## src/common/ntt_pkg.sv

```systemverilog
package ntt_pkg;

	localparam int Q           = 3329;
	localparam int N           = 256;
	localparam int LOG_N       = 8;
	localparam int NOISE_WORDS = 64;
	localparam int BARRETT_M   = 5039;	// floor(2^24 / q)

	localparam int MUL_LAT      = 3;
	localparam int BF_LAT       = 4;
	localparam int RD_LAT       = 1;
	localparam int DRAIN_CYCLES = RD_LAT + BF_LAT + 1;

	typedef logic [11:0]      coef_t;
	typedef logic [LOG_N-1:0] addr_t;
	typedef logic [6:0]       zeta_idx_t;
	typedef logic [15:0]      noise_word_t;
	typedef logic [23:0]      prod_t;

	typedef enum logic [2:0] {IDLE, LOAD, LAYER, DRAIN, OUTPUT, DONE} ntt_state_t;

	// 17^bitrev7(i) mod q
	function automatic coef_t zeta_at(input int unsigned i);
		int unsigned e;
		int unsigned r;
		int unsigned b;
		e = 0;
		for (int k = 0; k < 7; k++)
			e |= ((i >> k) & 1) << (6 - k);
		r = 1;
		b = 17;
		for (int k = 0; k < 7; k++) begin
			if (e[k])
				r = (r * b) % Q;
			b = (b * b) % Q;
		end
		return coef_t'(r);
	endfunction

endpackage
```

## src/design/cbd_sampler.sv

```systemverilog
`timescale 1ns/100ps

module cbd_sampler (
	input  logic                 clk,
	input  logic                 rst,
	input  logic                 word_valid_i,
	input  ntt_pkg::noise_word_t din_i,
	output logic                 samp_we_o,
	output ntt_pkg::coef_t       samp_coef_o,
	output logic                 busy_o
);
	import ntt_pkg::*;

	noise_word_t word_q;
	logic [1:0]  ph_q;	// which nibble
	logic        act_q;
	logic [3:0]  nib;
	logic [1:0]  pos, neg;

	always_ff @(posedge clk) begin
		if (word_valid_i)
			word_q <= din_i;
	end

	always_ff @(posedge clk) begin
		if (rst) begin
			act_q <= 1'b0;
			ph_q <= 2'd0;
		end else if (word_valid_i) begin
			act_q <= 1'b1;
			ph_q <= 2'd0;
		end else if (act_q) begin
			ph_q <= ph_q + 2'd1;
			if (ph_q == 2'd3)
				act_q <= 1'b0;
		end
	end

	always_comb begin
		nib = word_q[ph_q*4 +: 4];
		pos = {1'b0, nib[0]} + {1'b0, nib[1]};
		neg = {1'b0, nib[2]} + {1'b0, nib[3]};
		if (pos >= neg)
			samp_coef_o = coef_t'(pos - neg);
		else
			samp_coef_o = coef_t'(Q) - coef_t'(neg - pos);	// -x as q - x
	end

	assign samp_we_o = act_q;
	assign busy_o = act_q;

	// no new word until all four nibbles are out
	a_word_gap: assert property (@(posedge clk) disable iff (rst)
		word_valid_i |-> !act_q);

endmodule

```

## config.mk

```make
export PLATFORM = sky130hd
export DESIGN_NAME = cbd_sampler
export DESIGN_NICKNAME = d
export VERILOG_FILES = /design/src/common/ntt_pkg.sv /design/src/design/cbd_sampler.sv
export SDC_FILE = /design/constraint.sdc
export NUM_CORES = 1
export LEC_CHECK = 0
export BUFFER_PORTS_ARGS = -buffer_cell sky130_fd_sc_hd__buf_4
export CORE_UTILIZATION = 25
export CTS_CLUSTER_DIAMETER = 50
export CTS_CLUSTER_SIZE = 14
export DETAILED_ROUTE_END_ITERATION = 6
export GPL_TIMING_DRIVEN = 1
export HOLD_SLACK_MARGIN = 0.06
export PLACE_DENSITY_LB_ADDON = 0.3
export SKIP_LAST_GASP = 1
export SLEW_MARGIN = 20
export SYNTH_ARGS = -nofsm -noshare
export SYNTH_HDL_FRONTEND = slang
export SYNTH_SLANG_ARGS = --single-unit
```

## constraint.sdc

```tcl
create_clock -name clk -period 2.99 [get_ports clk]
set_input_delay 0.299 -clock clk [delete_from_list [all_inputs] [get_ports clk]]
set_output_delay 0.299 -clock clk [all_outputs]
set_load 0.1 [all_outputs]
```

==> impl_metrics.yaml <==
power_and_ir_drop:
  leakagePower_nw: 0.603
  power_density_nw_per_um2: 937
  ir_drop_mv: 0.355
placed_design:
  io_buffers: 32
  place.gp.congestion: 0.688
  place_hpwl_um: 1220
  post-place-cells: 138
synthesis:
  synth_compound_area_share_pct: 3.32
  synthXorXnorAreaFrac_pct: 0.930
  yosysWarnings: 0
  synth_mux_area_share_pct: 11.8
  synth.distinct_cells: 19
  syn-num-nets: 91
  synthesis.area_um2: 942
  yosysSeqAreaShare_pct: 57.4
  synth_top_family_by_area: "adder cells"
  postSynthAreaPerCell_um2: 15.0
  ys_ff_latch: 19
  synth_fa_ha_area_share_pct: 13.5
  synthSimpleGateAreaFrac_pct: 3.85
  syn_inst: 63
final_layout:
  final_common_cell: "buf_4"
  fin_util_pct: 45.6
  instances_no_fill: 144
  fin_nets: 127
  area_delta_synth_final_pct: 67.7
  drive_gt1_share_pct: 65.3
  fillCellCount: 318
  mostFrequentLayoutCells: "23 x buf_4, 16 x edfxtp_1, 13 x buf_12"
  diodes: 0
clocking:
  numCtsBuffers: 3
  cts_hold_buf: 0
  clk_path_buf_depth: 2
  htree_num_levels: 1
  cts-root-buf: "clkbuf_8"
  clock_sinks: 19
  path_clk_slew_ns: 0.06
  clk_latency_ns: 0.25
  cts_tree: "built"
floorplanning:
  die_y_um: 63.4
  rows: 21
  die_w_um: 63.4
  ios: 33
  die-area_um2: 4020
  core_region_area_um2: 3470
  initial_core_util_pct: 27.2
setup_path:
  setup.worst_path.end_class: "output pin"
  worstSetupPathType: "reg -> out"
  cp.required_ns: 2.69
  arrival_ns: 2.84
  crit_fanout: 5
  start_kind: "flop"
sta:
  period_minus_slack_ns: 3.14
  setup-violations-final: 8
  rsz0062_at_grt: "true"
  relSlewSlack_pct: 81.6
  layout_setup_ws_ns: -0.148
  finalCritPeriodShare_pct: 105
  tns_ns: -0.842
  fmax_ghz: 0.319
  slew_violations: 0
  worst_slew_pin_slew_ns: 0.276
  finClkSkew_ns: 0.000379
  finalHoldViolCount: 0
detailed_routing:
  ant_nets: 0
  drc: 0
  drt_iter0_drc: 8
  wl_um: 1630
  vias_per_cell: 4.19
  drt_first_pass_iters: 2
  vias: 603
  wl_per_cell_um: 11.3
global_routing:
  grt_first_pass_wirelength_um: 2800
  grt_pass1_vias: 663
  antenna_found_initial: 0
  grt_remaining_overflow: 0
  grtUsageTotal_pct: 8.99
  grt_max_degree: 20
run:
  drv_cap: 0
status:
  status: "finished with violations"
  violations: "setup timing"
worst_hold_path:
  min_path_type: "in -> reg"
final cells by class:
class                           count  area (um^2)  area share, %
Sequential cell                    19          544           34.4
Clock buffer                        4         45.0           2.85
Tap cell                           46         57.6           3.64
Timing Repair Buffer               38          459           29.1
Multi-Input combinational cell     29          440           27.9
Inverter                            8         33.8           2.14
sequential cells by signal, indices dropped and copies added, names as in the netlist:
name    cells
word_q     16
ph_q        2
busy_o      1
critical path, cell delays in order (launching register included):
cell and delay, ns:
dfxtp_4 0.39, mux4_2 0.53, ha_4 0.27, inv_1 0.06, ha_1 0.14, inv_2 0.04, fa_2 0.35, buf_6 0.13
a21oi_1 0.18, mux2_4 0.33, buf_12 0.17
worst paths after layout:
check        startpoint             end  slack, ns  depth (start not counted)
min                 rst         ph_q[0]       0.22                          2
max reg2reg     ph_q[0]         ph_q[1]       1.91                          4
min reg2reg      busy_o          busy_o       0.56                          2
max             ph_q[0]  samp_coef_o[1]      -0.15                         10
cells in the mapped netlist:
cell type,number,share of area (%)
fa_1,2,4.2
nor2_1,2,0.80
or3b_2,1,0.93
o21ai_0,1,0.53
buf_4,6,4.8
inv_1,8,3.2
dfxtp_1,3,6.4
mux2_2,1,1.2
mux4_2,4,9.6
a31oi_1,1,0.66
nand2_1,1,0.40
mux2i_1,1,1.1
nand2b_1,1,0.66
edfxtp_1,16,51
a21oi_1,4,2.1
buf_6,1,1.2
nor3_1,2,1.1
ha_1,7,9.3
xnor2_1,1,0.93
report_power, final:
group	leakage (nW)	switching [W]	total, W	internal, W
registers	0.182	0.00000748	0.000315	0.000308
clock network	0.0228	0.0000741	0.000169	0.0000944
logic	0.398	0.000613	0.000996	0.000383
metal layers:
metal	vias to the layer above	global-route usage, %	share of wire (%)
met5	-	0	0
met4	0	5.11	0.49
met3	2	1.45	5.0
met2	25	16.6	55
met1	284	9.50	40
li1	292	-	-
cell families after synthesis:
family | after synthesis
AO/OA/AOI/OAI | 6
XOR/XNOR | 1
adder cells (fa/ha/maj) | 9
buffers and inverters | 15
flip-flops | 19
multiplexers | 6
AND/OR/NAND/NOR | 7
per-stage QoR:
step	instance area (um^2)	hold slack [ns]	setup WS (ns)	total power (W)
2_1_floorplan	1090	0.368	-0.396	0.00102
3_3_place_gp	1320	0.477	0.0478	0.00108
3_5_place_dp	1320	0.478	0.0118	0.00108
4_1_cts	1530	0.214	-0.138	0.00144
5_1_grt	1580	0.214	-0.218	0.00153
6_report	1580	0.220	-0.148	0.00148
repair_timing:
action                     in CTS  in global routing
hold endpoints to repair        0                  0
resized for setup              34                 12
pin swaps                       5                  2
setup buffers                   2                  1
setup endpoints to repair      12                 12
Note: power is estimated with default switching activity, not from simulation.
