==> src/common/ntt_pkg.sv <==
package ntt_pkg;

	localparam int Q           = 3329;
	localparam int N           = 256;
	localparam int LOG_N       = 8;
	localparam int NOISE_WORDS = 64;
	localparam int BARRETT_M   = 5039;	// floor(2^24 / q)

	localparam int MUL_LAT      = 3;
	localparam int BF_LAT       = 4;
	localparam int RD_LAT       = 1;
	localparam int DRAIN_CYCLES = RD_LAT + BF_LAT + 1;

	typedef logic [11:0]      coef_t;
	typedef logic [LOG_N-1:0] addr_t;
	typedef logic [6:0]       zeta_idx_t;
	typedef logic [15:0]      noise_word_t;
	typedef logic [23:0]      prod_t;

	typedef enum logic [2:0] {IDLE, LOAD, LAYER, DRAIN, OUTPUT, DONE} ntt_state_t;

	// 17^bitrev7(i) mod q
	function automatic coef_t zeta_at(input int unsigned i);
		int unsigned e;
		int unsigned r;
		int unsigned b;
		e = 0;
		for (int k = 0; k < 7; k++)
			e |= ((i >> k) & 1) << (6 - k);
		r = 1;
		b = 17;
		for (int k = 0; k < 7; k++) begin
			if (e[k])
				r = (r * b) % Q;
			b = (b * b) % Q;
		end
		return coef_t'(r);
	endfunction

endpackage
==> src/common/coef_ram_if.sv <==
`timescale 1ns/100ps

interface coef_ram_if;
	import ntt_pkg::*;

	addr_t rd_addr_a, rd_addr_b;
	coef_t rd_data_a, rd_data_b;
	logic  wr_en_a, wr_en_b;
	addr_t wr_addr_a, wr_addr_b;
	coef_t wr_data_a, wr_data_b;

	// butterfly results, put on the write ports by the controller
	logic  bf_we;
	coef_t bf_res_a, bf_res_b;

	modport ram (input rd_addr_a, rd_addr_b, wr_en_a, wr_en_b, wr_addr_a, wr_addr_b,
		wr_data_a, wr_data_b, output rd_data_a, rd_data_b);
	modport ctrl (output rd_addr_a, rd_addr_b, wr_en_a, wr_en_b, wr_addr_a, wr_addr_b,
		wr_data_a, wr_data_b, input rd_data_a, bf_we, bf_res_a, bf_res_b);
	modport bf (input rd_data_a, rd_data_b, output bf_we, bf_res_a, bf_res_b);

endinterface

==> src/ntt/ntt_butterfly.sv <==
`timescale 1ns/100ps

module ntt_butterfly (
	input  logic           clk,
	input  logic           rst,
	input  logic           valid_i,
	input  ntt_pkg::coef_t zeta_i,
	coef_ram_if.bf         ram
);
	import ntt_pkg::*;

	coef_t             t;
	coef_t             a_dly [MUL_LAT];
	logic [BF_LAT-1:0] vld_q;
	logic [12:0]       sum, dif;
	coef_t             res_a_q, res_b_q;

	mod_mul u_mul (
		.clk (clk),
		.a_i (ram.rd_data_b),
		.b_i (zeta_i),
		.p_o (t)
	);

	// a waits for t
	always_ff @(posedge clk) begin
		a_dly[0] <= ram.rd_data_a;
		for (int i = 1; i < MUL_LAT; i++)
			a_dly[i] <= a_dly[i-1];
	end

	always_comb begin
		sum = {1'b0, a_dly[MUL_LAT-1]} + {1'b0, t};
		dif = {1'b0, a_dly[MUL_LAT-1]} - {1'b0, t};
	end

	always_ff @(posedge clk) begin
		res_a_q <= (sum >= 13'(Q)) ? 12'(sum - 13'(Q)) : sum[11:0];
		res_b_q <= dif[12] ? 12'(dif[11:0] + 12'(Q)) : dif[11:0];	// on borrow add q back
	end

	always_ff @(posedge clk) begin
		if (rst)
			vld_q <= '0;
		else
			vld_q <= {vld_q[BF_LAT-2:0], valid_i};
	end

	assign ram.bf_we = vld_q[BF_LAT-1];
	assign ram.bf_res_a = res_a_q;
	assign ram.bf_res_b = res_b_q;

	a_bf_result: assert property (@(posedge clk) disable iff (rst)
		ram.bf_we |-> res_a_q < coef_t'(Q) && res_b_q < coef_t'(Q));

endmodule

==> src/ntt/mod_mul.sv <==
`timescale 1ns/100ps

module mod_mul (
	input  logic           clk,
	input  ntt_pkg::coef_t a_i,
	input  ntt_pkg::coef_t b_i,
	output ntt_pkg::coef_t p_o
);
	import ntt_pkg::*;

	prod_t       prod_q;
	prod_t       prod_d;
	logic [11:0] quot_q;
	logic [36:0] est;
	prod_t       rem_w;
	logic [12:0] rem;	// below 2q

	always_comb begin
		est = 37'(prod_q) * 37'(BARRETT_M);
		rem_w = prod_d - prod_t'(quot_q) * prod_t'(Q);
		rem = rem_w[12:0];
	end

	always_ff @(posedge clk) begin
		prod_q <= prod_t'(a_i) * prod_t'(b_i);
		prod_d <= prod_q;
		quot_q <= est[35:24];	// off by at most one
		p_o <= (rem >= 13'(Q)) ? 12'(rem - 13'(Q)) : rem[11:0];
	end

endmodule

==> src/flat_wrapper.sv <==
// flat-port wrapper written by rule: the top's interface ports become plain ports
module ntt_butterfly_flat import ntt_pkg::*;
  (clk, rst, valid_i, zeta_i, ram_rd_data_a, ram_rd_data_b, ram_bf_we, ram_bf_res_a, ram_bf_res_b);
  coef_ram_if ram_i ();
  input  logic clk;
  input  logic rst;
  input  logic valid_i;
  input  ntt_pkg::coef_t zeta_i;
  input wire logic [$bits(ram_i.rd_data_a)-1:0] ram_rd_data_a;
  input wire logic [$bits(ram_i.rd_data_b)-1:0] ram_rd_data_b;
  output wire logic [$bits(ram_i.bf_we)-1:0] ram_bf_we;
  output wire logic [$bits(ram_i.bf_res_a)-1:0] ram_bf_res_a;
  output wire logic [$bits(ram_i.bf_res_b)-1:0] ram_bf_res_b;
  assign ram_i.rd_data_a = ram_rd_data_a;
  assign ram_i.rd_data_b = ram_rd_data_b;
  assign ram_bf_we = ram_i.bf_we;
  assign ram_bf_res_a = ram_i.bf_res_a;
  assign ram_bf_res_b = ram_i.bf_res_b;
  ntt_butterfly u_core (.clk(clk), .rst(rst), .valid_i(valid_i), .zeta_i(zeta_i), .ram(ram_i));
endmodule
==> config.mk <==
export PLATFORM = sky130hd
export DESIGN_NAME = ntt_butterfly_flat
export DESIGN_NICKNAME = d
export VERILOG_FILES = /design/src/common/ntt_pkg.sv /design/src/common/coef_ram_if.sv /design/src/ntt/ntt_butterfly.sv /design/src/ntt/mod_mul.sv /design/src/flat_wrapper.sv
export SDC_FILE = /design/constraint.sdc
export NUM_CORES = 1
export LEC_CHECK = 0
export BUFFER_PORTS_ARGS = -buffer_cell sky130_fd_sc_hd__buf_4
export CELL_PAD_IN_SITES_DETAIL_PLACEMENT = 1
export CELL_PAD_IN_SITES_GLOBAL_PLACEMENT = 2
export CORE_MARGIN = 1
export CORE_UTILIZATION = 42
export DETAILED_ROUTE_END_ITERATION = 10
export PLACE_DENSITY_LB_ADDON = 0.08
export SETUP_SLACK_MARGIN = 0.1
export SYNTH_ARGS = -nofsm -noshare
export SYNTH_HDL_FRONTEND = slang
export SYNTH_SLANG_ARGS = --single-unit
==> constraint.sdc <==
create_clock -name clk -period 6.4 [get_ports clk]
set_input_delay 0.32 -clock clk [delete_from_list [all_inputs] [get_ports clk]]
set_output_delay 0.32 -clock clk [all_outputs]
set_load 0.005 [all_outputs]
==> impl_metrics.yaml <==
status:
  status: "finished with violations"
  violations: "design-rule violations"
final_layout:
  multi_input_area_mm2: 0.0113
  area.growth.synth_to_final_pct: 11.0
  fillers: 4004
  layout-drive-gt1-share_pct: 6.95
  final_nets: 2146
  diodes: 0
  ff_latch_area_mm2: 0.00250
timing:
  fin_crit_sh_pct: 90.2
  hold_viol_final: 0
  max_slew_margin_pct: 27.3
  slew_viol_final: 0
  setup_viol_count_final: 0
  finalCriticalPeriod_ns: 5.77
  tns_ns: 0
  clock_skew_ns: 0.0164
  tightest_slew_ns: 1.06
  fmax_mhz: 173
  rsz0062_at_grt: "no"
routing:
  final_antenna_net_count: 0
  drt-initial-drc-count: 304
  first_pass_iters: 7
  wl_met2_um: 18200
  wire_per_inst_um: 16.7
  remaining_drc_errors: 8
  avgViaCountPerCell: 4.89
  vias: 10300
  routed_wl_um: 35200
  met3WireLength_um: 471
  wl_met1_um: 15800
  top_layer_used: "met4"
clocking:
  cts_hold_buf: 12
  htree_levels: 4
  cts.clk_slew.worst_paths_ns: 0.06
  cts_tree: "built"
  cts_buffers: 17
  clk_latency_ns: 0.44
  root_buffer: "clkbuf_16"
  cts.repair.resized: 0
  postCtsSetupBuffers: 0
  cts_buffer_depth: 2
  clock_sinks: 125
worst_setup_path:
  cp-start-kind: "flip-flop"
  crit_fanout: 6
  slowest_delay_ns: 0.59
  critPathSlowestCell: "dfxtp_1"
  end_kind: "flip-flop"
  required_ns: 6.72
  crit_type: "reg2reg"
  cp.arrival_ns: 6.09
  crit_buf_inv: 4
  cp_top_family: "adder cells"
  worstPathCellList: "inv_1 -> fa_1 -> fa_1 -> inv_1 -> fa_1 -> fa_1 -> inv_1 -> fa_1 -> inv_1 -> ha_1 -> nand3_1 -> nor2_1 -> o211ai_1 -> o211ai_1 -> o211ai_1 -> a21boi_0 -> o41a_1 -> a21oi_1 -> xnor2_1"
  crit_top_cell: "fa_1"
synth:
  synth_top_family_by_area: "adder cells"
  ys_warn_count: 0
  synth_top_area_share_pct: 30.8
  synth.most_common_cell: "inv_1"
  synth_adder_area_share_pct: 50.9
  synth_seq_cells: 125
  synth_edf_count: 0
  syn_area_mm2: 0.0153
  synth-simple-area-share_pct: 9.86
  syn_inst: 1561
  synth_flop_cell: "dfxtp_1"
  synth_area_leaders: "fa_1 (31%), ha_1 (20%), dfxtp_1 (16%)"
  synthArstFlopShare_pct: 0
  ys_types: 66
  synth_area_per_cell_um2: 9.77
  synth_commonest_cells: "inv_1 (355), ha_1 (245), fa_1 (235)"
  synth_xor_area_share_pct: 5.68
  ys_seq_area_share_pct: 16.4
  synth_largest_area_cell: "fa_1"
  muxShareOfSynthArea_pct: 0.279
  synth_compound_area_share_pct: 7.37
  syn_nets: 2080
global_routing:
  antenna_found_initial: 0
  grt_pass1_wl_um: 58000
  grt.total_usage_pct: 20.5
  grt_pass1_vias: 11300
  grt_max_degree: 17
  overflow: 0
die:
  initial_utilization_pct: 42.8
  io-pin-count: 64
  die_h_um: 193
  die_w_um: 193
  fp.dieArea_mm2: 0.0371
  rows: 69
  fp.coreArea_mm2: 0.0357
placement:
  routabilityCongestion: 0.824
  dpl.hpwl_um: 30000
  port_buffers: 63
flow_run:
  maxCapViolations: 0
hold_path:
  hold_path_class: "in2reg"
-- state kept, by name, summed over array words and instances, names as in the netlist --
name	count
u_core.ram.bf_res_b	12
u_core.ram.bf_res_a	12
u_core.u_mul.quot_q	12
u_core.a_dly	36
u_core.u_mul.p_o	12
u_core.u_mul.prod_d	13
u_core.u_mul.prod_q	24
u_core.vld_q	4
-- area by class of cell --
class	instances	area share, %
clock buffer	20	2.64
clock inverter	12	0.953
inverter	356	7.89
multi-input combinational	1051	66.8
sequential	125	14.8
tap	461	3.41
timing repair buffer	76	3.55
-- logic make-up (layout without fill, tap and decap cells) --
family	after synthesis	count (layout)
compound gates	165	165
xor+xnor	98	98
fa+ha+maj	480	480
buf+inv	385	464
flops	125	125
mux	4	4
simple gates	304	304
-- layout by cell type, fill, tap and decap left out, types with 8 or more instances in the layout --
| master | count |
|---|---|
| inv_1 | 355 |
| ha_1 | 245 |
| fa_1 | 235 |
| dfxtp_1 | 125 |
| nand2_1 | 114 |
| xnor2_1 | 73 |
| buf_4 | 64 |
| and2_1 | 62 |
| a21oi_1 | 47 |
| nor2_1 | 43 |
| o21ai_0 | 32 |
| xor2_1 | 24 |
| nor3_1 | 17 |
| clkbuf_16 | 17 |
| nand3_1 | 16 |
| nor2b_1 | 14 |
| dlygate4sd3_1 | 12 |
| a21o_1 | 10 |
| a211oi_1 | 9 |
| nand2b_1 | 8 |
-- worst paths after layout --
| check | from | end | slack [ns] | cells past startpoint |
|---|---|---|---|---|
| worst min register to register | u_core.a_dly[0][8] | u_core.a_dly[0][20] | 0.32 | 0 |
| worst min-delay path | rst | u_core.vld_q[3] | 0.07 | 2 |
| worst max register to register | u_core.u_mul.prod_q[18] | u_core.u_mul.quot_q[11] | 0.63 | 19 |
| worst max-delay path | u_core.u_mul.prod_q[18] | u_core.u_mul.quot_q[11] | 0.63 | 19 |
-- through the flow --
stage | worst slack [ns] | util (%) | hold slack (ns) | cell area, um2 | std cells
2_1_floorplan | 1.28 | - | 0.310 | 15300 | 1561
6_report | 0.626 | 47.5 | 0.0666 | 16900 | 2101
3_3_place_gp | 0.689 | 45.4 | 0.312 | 16200 | 2057
5_1_grt | 0.254 | 47.5 | 0.0534 | 16900 | 2101
3_5_place_dp | 0.566 | 45.4 | 0.314 | 16200 | 2057
4_1_cts | 0.552 | 47.5 | 0.0416 | 16900 | 2101
-- layer usage --
metal,up-vias,track usage (%)
li1,4996,-
met1,5171,25.7
met2,72,36.9
met3,30,2.38
met4,0,6.00
met5,-,0
Power is left out: the tool's default activity adds up to more than one toggle a clock period on the data nets, which glitch-free logic cannot reach.
