$ cat src/common/ntt_pkg.sv
package ntt_pkg;

	localparam int Q           = 3329;
	localparam int N           = 256;
	localparam int LOG_N       = 8;
	localparam int NOISE_WORDS = 64;
	localparam int BARRETT_M   = 5039;	// floor(2^24 / q)

	localparam int MUL_LAT      = 3;
	localparam int BF_LAT       = 4;
	localparam int RD_LAT       = 1;
	localparam int DRAIN_CYCLES = RD_LAT + BF_LAT + 1;

	typedef logic [11:0]      coef_t;
	typedef logic [LOG_N-1:0] addr_t;
	typedef logic [6:0]       zeta_idx_t;
	typedef logic [15:0]      noise_word_t;
	typedef logic [23:0]      prod_t;

	typedef enum logic [2:0] {IDLE, LOAD, LAYER, DRAIN, OUTPUT, DONE} ntt_state_t;

	// 17^bitrev7(i) mod q
	function automatic coef_t zeta_at(input int unsigned i);
		int unsigned e;
		int unsigned r;
		int unsigned b;
		e = 0;
		for (int k = 0; k < 7; k++)
			e |= ((i >> k) & 1) << (6 - k);
		r = 1;
		b = 17;
		for (int k = 0; k < 7; k++) begin
			if (e[k])
				r = (r * b) % Q;
			b = (b * b) % Q;
		end
		return coef_t'(r);
	endfunction

endpackage
$ cat src/common/coef_ram_if.sv
`timescale 1ns/100ps

interface coef_ram_if;
	import ntt_pkg::*;

	addr_t rd_addr_a, rd_addr_b;
	coef_t rd_data_a, rd_data_b;
	logic  wr_en_a, wr_en_b;
	addr_t wr_addr_a, wr_addr_b;
	coef_t wr_data_a, wr_data_b;

	// butterfly results, put on the write ports by the controller
	logic  bf_we;
	coef_t bf_res_a, bf_res_b;

	modport ram (input rd_addr_a, rd_addr_b, wr_en_a, wr_en_b, wr_addr_a, wr_addr_b,
		wr_data_a, wr_data_b, output rd_data_a, rd_data_b);
	modport ctrl (output rd_addr_a, rd_addr_b, wr_en_a, wr_en_b, wr_addr_a, wr_addr_b,
		wr_data_a, wr_data_b, input rd_data_a, bf_we, bf_res_a, bf_res_b);
	modport bf (input rd_data_a, rd_data_b, output bf_we, bf_res_a, bf_res_b);

endinterface

$ cat src/ntt/ntt_ctrl.sv
`timescale 1ns/100ps

module ntt_ctrl (
	input  logic           clk,
	input  logic           rst,
	input  logic           start_i,
	input  logic           fifo_empty_i,
	input  logic           samp_we_i,
	input  ntt_pkg::coef_t samp_coef_i,
	input  logic           samp_busy_i,
	output logic           fifo_req_o,
	output logic           word_valid_o,
	output ntt_pkg::coef_t zeta_o,
	output logic           bf_valid_o,
	output logic           valid_o,
	output ntt_pkg::coef_t dout_o,
	output logic           finish_o,
	coef_ram_if.ctrl       ram
);
	import ntt_pkg::*;

	localparam int WR_DLY = RD_LAT + BF_LAT;

	ntt_state_t        state_q;
	addr_t             cnt_q;	// load writes, butterflies, drain, output index
	logic [6:0]        word_cnt_q;
	addr_t             len_q, j_q;
	zeta_idx_t         zidx_q;
	coef_t             zeta_rom [2**$bits(zeta_idx_t)];
	coef_t             zeta_q;
	addr_t             addr_b;
	addr_t             wa_dly [WR_DLY];
	addr_t             wb_dly [WR_DLY];
	logic [RD_LAT-1:0] iss_dly, out_dly;
	logic              grp_end;
	logic              load;

	for (genvar g = 0; g < 2**$bits(zeta_idx_t); g++) begin : g_zeta
		assign zeta_rom[g] = zeta_at(g);
	end

	assign grp_end = (j_q & (len_q - addr_t'(1))) == (len_q - addr_t'(1));
	assign addr_b = j_q + len_q;
	assign load = state_q == LOAD;

	assign fifo_req_o = load && !fifo_empty_i && word_cnt_q != 7'(NOISE_WORDS)
		&& !word_valid_o && !samp_busy_i;

	always_ff @(posedge clk) begin
		if (rst) begin
			state_q <= IDLE;
			cnt_q <= '0;
			word_cnt_q <= '0;
			len_q <= addr_t'(N/2);
			j_q <= '0;
			zidx_q <= zeta_idx_t'(1);
		end else begin
			case (state_q)
				IDLE: if (start_i) begin
					state_q <= LOAD;
					cnt_q <= '0;
					word_cnt_q <= '0;
				end
				LOAD: begin
					if (fifo_req_o)
						word_cnt_q <= word_cnt_q + 7'd1;
					if (samp_we_i) begin
						cnt_q <= cnt_q + addr_t'(1);
						if (cnt_q == addr_t'(N - 1)) begin
							state_q <= LAYER;
							len_q <= addr_t'(N/2);
							j_q <= '0;
							zidx_q <= zeta_idx_t'(1);
						end
					end
				end
				LAYER: begin
					cnt_q <= cnt_q + addr_t'(1);
					// skip the upper half at the end of a group
					j_q <= grp_end ? j_q + len_q + addr_t'(1) : j_q + addr_t'(1);
					if (grp_end)
						zidx_q <= zidx_q + zeta_idx_t'(1);
					if (cnt_q == addr_t'(N/2 - 1)) begin
						state_q <= DRAIN;
						cnt_q <= '0;
					end
				end
				DRAIN: begin
					cnt_q <= cnt_q + addr_t'(1);
					if (cnt_q == addr_t'(DRAIN_CYCLES - 1)) begin
						cnt_q <= '0;
						j_q <= '0;
						len_q <= len_q >> 1;
						state_q <= (len_q == addr_t'(2)) ? OUTPUT : LAYER;
					end
				end
				OUTPUT: begin
					cnt_q <= cnt_q + addr_t'(1);
					if (cnt_q == addr_t'(N - 1))
						state_q <= DONE;
				end
				DONE: state_q <= IDLE;
				default: state_q <= IDLE;
			endcase
		end
	end

	always_ff @(posedge clk) begin
		if (rst) begin
			word_valid_o <= 1'b0;
			iss_dly <= '0;
			out_dly <= '0;
			finish_o <= 1'b0;
		end else begin
			word_valid_o <= fifo_req_o;	// FIFO answers next cycle
			iss_dly <= (iss_dly << 1) | RD_LAT'(state_q == LAYER);
			out_dly <= (out_dly << 1) | RD_LAT'(state_q == OUTPUT);
			finish_o <= state_q == DONE;
		end
	end

	// twiddle and write addresses follow the RAM read
	always_ff @(posedge clk) begin
		zeta_q <= zeta_rom[zidx_q];
		wa_dly[0] <= j_q;
		wb_dly[0] <= addr_b;
		for (int i = 1; i < WR_DLY; i++) begin
			wa_dly[i] <= wa_dly[i-1];
			wb_dly[i] <= wb_dly[i-1];
		end
	end

	always_comb begin
		ram.rd_addr_a = (state_q == OUTPUT) ? cnt_q : j_q;
		ram.rd_addr_b = addr_b;
		ram.wr_en_a   = load ? samp_we_i : ram.bf_we;
		ram.wr_addr_a = load ? cnt_q : wa_dly[WR_DLY-1];
		ram.wr_data_a = load ? samp_coef_i : ram.bf_res_a;
		ram.wr_en_b   = ram.bf_we;
		ram.wr_addr_b = wb_dly[WR_DLY-1];
		ram.wr_data_b = ram.bf_res_b;
	end

	assign zeta_o = zeta_q;
	assign bf_valid_o = iss_dly[RD_LAT-1];
	assign valid_o = out_dly[RD_LAT-1];
	assign dout_o = ram.rd_data_a;

	// one word in flight at a time, sampler gets its four cycles
	a_fifo_req: assert property (@(posedge clk) disable iff (rst)
		fifo_req_o |-> !fifo_empty_i ##1 !fifo_req_o [*5]);

endmodule

$ cat src/flat_wrapper.sv
// flat-port wrapper written by rule: the top's interface ports become plain ports
module ntt_ctrl_flat import ntt_pkg::*;
  (clk, rst, start_i, fifo_empty_i, samp_we_i, samp_coef_i, samp_busy_i, fifo_req_o, word_valid_o, zeta_o, bf_valid_o, valid_o, dout_o, finish_o, ram_rd_addr_a, ram_rd_addr_b, ram_wr_en_a, ram_wr_en_b, ram_wr_addr_a, ram_wr_addr_b, ram_wr_data_a, ram_wr_data_b, ram_rd_data_a, ram_bf_we, ram_bf_res_a, ram_bf_res_b);
  coef_ram_if ram_i ();
  input  logic clk;
  input  logic rst;
  input  logic start_i;
  input  logic fifo_empty_i;
  input  logic samp_we_i;
  input  ntt_pkg::coef_t samp_coef_i;
  input  logic samp_busy_i;
  output logic fifo_req_o;
  output logic word_valid_o;
  output ntt_pkg::coef_t zeta_o;
  output logic bf_valid_o;
  output logic valid_o;
  output ntt_pkg::coef_t dout_o;
  output logic finish_o;
  output wire logic [$bits(ram_i.rd_addr_a)-1:0] ram_rd_addr_a;
  output wire logic [$bits(ram_i.rd_addr_b)-1:0] ram_rd_addr_b;
  output wire logic [$bits(ram_i.wr_en_a)-1:0] ram_wr_en_a;
  output wire logic [$bits(ram_i.wr_en_b)-1:0] ram_wr_en_b;
  output wire logic [$bits(ram_i.wr_addr_a)-1:0] ram_wr_addr_a;
  output wire logic [$bits(ram_i.wr_addr_b)-1:0] ram_wr_addr_b;
  output wire logic [$bits(ram_i.wr_data_a)-1:0] ram_wr_data_a;
  output wire logic [$bits(ram_i.wr_data_b)-1:0] ram_wr_data_b;
  input wire logic [$bits(ram_i.rd_data_a)-1:0] ram_rd_data_a;
  input wire logic [$bits(ram_i.bf_we)-1:0] ram_bf_we;
  input wire logic [$bits(ram_i.bf_res_a)-1:0] ram_bf_res_a;
  input wire logic [$bits(ram_i.bf_res_b)-1:0] ram_bf_res_b;
  assign ram_rd_addr_a = ram_i.rd_addr_a;
  assign ram_rd_addr_b = ram_i.rd_addr_b;
  assign ram_wr_en_a = ram_i.wr_en_a;
  assign ram_wr_en_b = ram_i.wr_en_b;
  assign ram_wr_addr_a = ram_i.wr_addr_a;
  assign ram_wr_addr_b = ram_i.wr_addr_b;
  assign ram_wr_data_a = ram_i.wr_data_a;
  assign ram_wr_data_b = ram_i.wr_data_b;
  assign ram_i.rd_data_a = ram_rd_data_a;
  assign ram_i.bf_we = ram_bf_we;
  assign ram_i.bf_res_a = ram_bf_res_a;
  assign ram_i.bf_res_b = ram_bf_res_b;
  ntt_ctrl u_core (.clk(clk), .rst(rst), .start_i(start_i), .fifo_empty_i(fifo_empty_i), .samp_we_i(samp_we_i), .samp_coef_i(samp_coef_i), .samp_busy_i(samp_busy_i), .fifo_req_o(fifo_req_o), .word_valid_o(word_valid_o), .zeta_o(zeta_o), .bf_valid_o(bf_valid_o), .valid_o(valid_o), .dout_o(dout_o), .finish_o(finish_o), .ram(ram_i));
endmodule
$ cat config.mk
export PLATFORM = sky130hd
export DESIGN_NAME = ntt_ctrl_flat
export DESIGN_NICKNAME = d
export VERILOG_FILES = /design/src/common/ntt_pkg.sv /design/src/common/coef_ram_if.sv /design/src/ntt/ntt_ctrl.sv /design/src/flat_wrapper.sv
export SDC_FILE = /design/constraint.sdc
export NUM_CORES = 1
export LEC_CHECK = 0
export BUFFER_PORTS_ARGS = -buffer_cell sky130_fd_sc_hd__clkbuf_2
export CAP_MARGIN = 25
export CORE_ASPECT_RATIO = 0.5
export CORE_UTILIZATION = 35
export CTS_CLUSTER_DIAMETER = 200
export CTS_CLUSTER_SIZE = 20
export DETAILED_ROUTE_END_ITERATION = 7
export GPL_ROUTABILITY_DRIVEN = 0
export SETUP_SLACK_MARGIN = 0.05
export SLEW_MARGIN = 25
export SYNTH_ARGS = -nofsm -noshare
export SYNTH_HDL_FRONTEND = slang
export SYNTH_SLANG_ARGS = --single-unit
$ cat constraint.sdc
create_clock -name clk -period 2.89 [get_ports clk]
set_input_delay 0.1445 -clock clk [delete_from_list [all_inputs] [get_ports clk]]
set_output_delay 0.1445 -clock clk [all_outputs]
set_load 0.05 [all_outputs]
==> results.md <==
Floorplan:
- The floorplan step defined a die boundary enclosing ~23000 µm².
- The effective utilization at floorplan is 36.0%.
- The die is 108 µm tall.
- In this run the standard cell core region covers 21900 µm².
- In this run the count of I/O pins placed on the die edge is 142.
- The count of standard-cell rows is 38.
- The die is 214 µm wide.

Synth:
- The number of warnings reported in the yosys synthesis log is 0.
- Synthesis handed over a netlist of 1005 instances.
- The async set-reset flop share out of synthesis is 0%.
- The biggest area contributor in the post-synthesis netlist is sky130_fd_sc_hd__dfxtp_1.
- The sequential area share after synthesis is 34.8%.
- The most used flip-flop cell after synthesis is sky130_fd_sc_hd__dfxtp_1.
- Summed over its instances, the top area cell type makes up 34.8% of the synthesized netlist area.
- The synthesized area per cell is 7.84 µm².
- The mapped cell area is between 7000 and 8000 µm².
- The synthesized design contains 137 register bits.
- In the post-synthesis netlist, the biggest area contributors are sky130_fd_sc_hd__dfxtp_1, sky130_fd_sc_hd__nand2_1, sky130_fd_sc_hd__ha_1.
- The number of different library cells used by synthesis comes to 74.
- The number of nets produced by synthesis is 1091.
- The synthesized design contains 0 enable-type register cells.

Critical path:
- The beginning of the worst register-to-register path is u_core.len_q[5].
- Walking the worst path, the cells encountered are or4_4 > or3_1 > a21o_1 > o2111a_2 > mux2_4 > ha_4 > and3_4 > nand3_2 > or4_1 > o211ai_1.
- The number of buffers and inverters on the critical path is 0.
- The timing startpoint of the critical path is u_core.len_q[5].
- The total stage count of the critical path is 10.
- The startpoint type of the worst setup path is a flop.
- The cell count of the worst reg-to-reg path is 10.
- The maximum fanout encountered on the critical timing path is 6.
- The standard cell with the maximum stage delay on the critical path is sky130_fd_sc_hd__or4_4.
- The reg-to-reg critical path endpoint is u_core.j_q[6].
- The arrival time of data at the critical path endpoint is between 3000 and 4000 ps.
- The critical path's top delay family is simple AND/OR/NAND/NOR gates.
- The worst setup path is captured at a flop.
- Following the worst setup path forward leads to its endpoint at u_core.j_q[6].
- The setup slack on the worst flop-to-flop path is 30 ps.
- The delay of the slowest cell on the worst path is approximately 560 ps.
- The endpoint required time on the critical path is around 3200 ps.
- The worst setup path is of the flop to flop kind.

Placed design:
- The cell area reported after detailed placement is just under 9000 µm².
- The wire-length estimate of the detail-placed layout is 17.2 mm.
- The count of buffers from port buffering is slightly above 90.

Power:
- The largest vdd supply drop is 0.332 mV.
- Summed over all cells, the static leakage comes to 3.83 nW.
- The power spent charging and discharging nets is 1.95 mW.
- Combinational logic is responsible for 23.5% of the overall power.
- The switching power as a share of total power is 34.7%.
- For this design the ratio of total power to cell area is roughly 600 nW/µm².
- The internal power of the cells totals 3.66 mW.
- Sequential cells burn 37.5% of the power.
- In this run, the clock network consumes 38.9% of the power.

Clocking:
- Counting the buffers created by CTS gives 17.
- The H-tree was split into 4 levels.
- The worst-skew pair later-pin latency is 430 ps.
- After clock tree synthesis, the clock-pin slew on the worst setup and hold paths is 60 ps.
- The maximum buffer depth of the clock tree is 2.
- The tree is rooted in a sky130_fd_sc_hd__clkbuf_16.
- For this design, the CTS-stage hold fixing added 0 buffers.
- The CTS tree is done.
- For this design, the sink count on the clock tree is about 140.

Cells and area:
- The layout-stage area growth over the synthesis result is 19.7%.
- The top cell types in the final layout, fill and taps aside, are sky130_fd_sc_hd__nand2_1, sky130_fd_sc_hd__dfxtp_1, sky130_fd_sc_hd__clkbuf_2.
- The final instance area is around 9400 µm².
- The final antenna diode count is 0.
- The post-layout net count is 1164.
- The post-route core utilization is 43.1%.
- Leaving out fill and tap cells, the most frequent cell in the layout is sky130_fd_sc_hd__nand2_1.
- In the final layout, the share of cells above drive strength 1 is 22.2%.

Drt:
- The routed wirelength normalized by instance count is ~18 µm.
- The via count is 7783.
- The per-cell via count in the routed design is 5.60.
- The iteration-0 DRC count of the detailed router is 868.
- In this run the remaining antenna-violating nets after routing total 0.
- The DRC violation count after routing is 0.
- The total length of routed wires is 24.8 mm.
- The number of detailed-routing iterations run before antenna repair is 5.

Min path:
- The class of the worst hold path is input port to flop.

STA:
- The setup-violating endpoint count in the final report is 0.
- The number of hold violations in the final report is 0.
- Setup repair after global routing could not meet its margin everywhere.
- The final critical path takes up 99.0% of the cycle.
- The number of pins exceeding their max-slew limit in the final report was 0.
- For the pin with the worst max-slew slack, the measured transition is 788 ps.
- For the finished layout, the period the worst path requires is around 2900 ps.
- The relative slew slack is around 47%.
- On the final layout, the worst clock skew is between 20 and 25 ps.
- The timing-limited maximum frequency is approximately 0.35 GHz.

Global routing:
- The via count of the first global-routing pass is 7305.
- The first global-routing pass estimated a little under 40 mm of wire.
- Entering global routing, the biggest net connects 45 pins.
- The number of antenna violations at the first check in global routing came to 0.
- The global routing usage summed across all routing layers is 21.7%.
- The total global routing overflow is 0.

Status:
- The run finished with clean final reports.

Run:
- Across the run, the number of max-cap violations was 0.
cell type report:
class / count / area, µm²
flip-flops and latches: 137 / 2750
multi-input cells: 735 / 4630
clock inverters: 11 / 136
repair buffers: 159 / 983
well taps: 300 / 375
inverters: 28 / 105
clock buffers: 21 / 450
fillers: 2206 / 12400
per-layer routing:
layer  track usage, %  part of all wire, %  vias up
li1                 -                    -     3697
met1             28.3                   44     3611
met2             34.2                   45      395
met3             5.37                  8.2       80
met4             9.64                  3.0        0
met5                0                    0        -
worst min-delay path by stage:
stage	slack (ps)	to	startpoint	cells after the start
after floorplan	220	u_core.finish_o	rst	1
after global placement	290	ram_wr_data_b[0]	ram_bf_res_b[0]	0
after detailed placement	290	ram_wr_data_b[0]	ram_bf_res_b[0]	0
after CTS	130	u_core.len_q[3]	rst	2
after global routing	150	u_core.len_q[6]	rst	2
final	140	u_core.len_q[3]	rst	2
worst reg2reg max path, stage by stage (launching register included):
cell and delay, ps:
sky130_fd_sc_hd__dfxtp_2 320, sky130_fd_sc_hd__or4_4 560, sky130_fd_sc_hd__or3_1 320, sky130_fd_sc_hd__a21o_1 170, sky130_fd_sc_hd__o2111a_2 170, sky130_fd_sc_hd__mux2_4 240, sky130_fd_sc_hd__ha_4 150, sky130_fd_sc_hd__and3_4 200
sky130_fd_sc_hd__nand3_2 80, sky130_fd_sc_hd__or4_1 470, sky130_fd_sc_hd__o211ai_1 90
power by group through the flow:
stage,registers [mW],clock network [mW],logic [mW]
finish,2.11,2.18,1.32
global route,2.13,2.34,1.43
CTS,2.10,2.25,1.32
detailed placement,2.14,0,1.31
global placement,2.14,0,1.29
floorplan,2.11,0,1.12
synth_stat cells (7+ instances only):
cell	number
sky130_fd_sc_hd__nor3_1	23
sky130_fd_sc_hd__o211ai_1	20
sky130_fd_sc_hd__o21ai_0	68
sky130_fd_sc_hd__and3_1	12
sky130_fd_sc_hd__xnor2_1	10
sky130_fd_sc_hd__clkbuf_1	63
sky130_fd_sc_hd__xor2_1	16
sky130_fd_sc_hd__a31oi_1	9
sky130_fd_sc_hd__dfxtp_1	137
sky130_fd_sc_hd__nand4_1	9
sky130_fd_sc_hd__nand2_1	141
sky130_fd_sc_hd__nor2b_1	28
sky130_fd_sc_hd__mux2i_1	12
sky130_fd_sc_hd__or3_1	7
sky130_fd_sc_hd__nand3_1	26
sky130_fd_sc_hd__a21oi_1	71
sky130_fd_sc_hd__o22ai_1	10
sky130_fd_sc_hd__ha_1	30
sky130_fd_sc_hd__nor2_1	72
sky130_fd_sc_hd__a211oi_1	24
sky130_fd_sc_hd__o311ai_0	8
sky130_fd_sc_hd__and2_1	9
sky130_fd_sc_hd__o21a_1	9
sky130_fd_sc_hd__nand2b_1	12
sky130_fd_sc_hd__inv_1	25
sky130_fd_sc_hd__buf_4	33
logic make-up after synthesis:
| family | synth area share (%) |
|---|---|
| mux | 2.95 |
| fa+ha+maj | 5.02 |
| flops | 34.8 |
| buf+inv | 8.06 |
| compound gates | 23.6 |
| xor+xnor | 2.89 |
| simple gates | 22.7 |
flip-flops by register name, indices dropped and copies added (netlist names):
signal and flops:
u_core.bf_valid_o 1, u_core.cnt_q 8, u_core.finish_o 1, u_core.j_q 8, u_core.len_q 8, u_core.state_q 3, u_core.valid_o 1, u_core.wa_dly 40
u_core.wb_dly 40, u_core.word_cnt_q 7, u_core.word_valid_o 1, u_core.zeta_o 12, u_core.zidx_q 7
through the flow:
step | TNS, ps | power, mW | hold WS (ps) | worst slack, ps | std cells
after CTS | 0 | 5.67 | 130 | 25.5 | 1390
final | 0 | 5.61 | 139 | 28.4 | 1391
after floorplan | -51.6 | 3.23 | 221 | -51.6 | 1005
after detailed placement | -79.5 | 3.45 | 289 | -50.4 | 1356
after global placement | 0 | 3.44 | 289 | 7.16 | 1356
after global routing | -401 | 5.90 | 150 | -110 | 1391
what timing repair did:
item	CTS	global route
buffers inserted	2	2
cloned	0	0
gates resized for setup	8	16
setup endpoints to repair	4	8
pin swaps	3	7
Note: power is estimated with default switching activity, not from simulation.
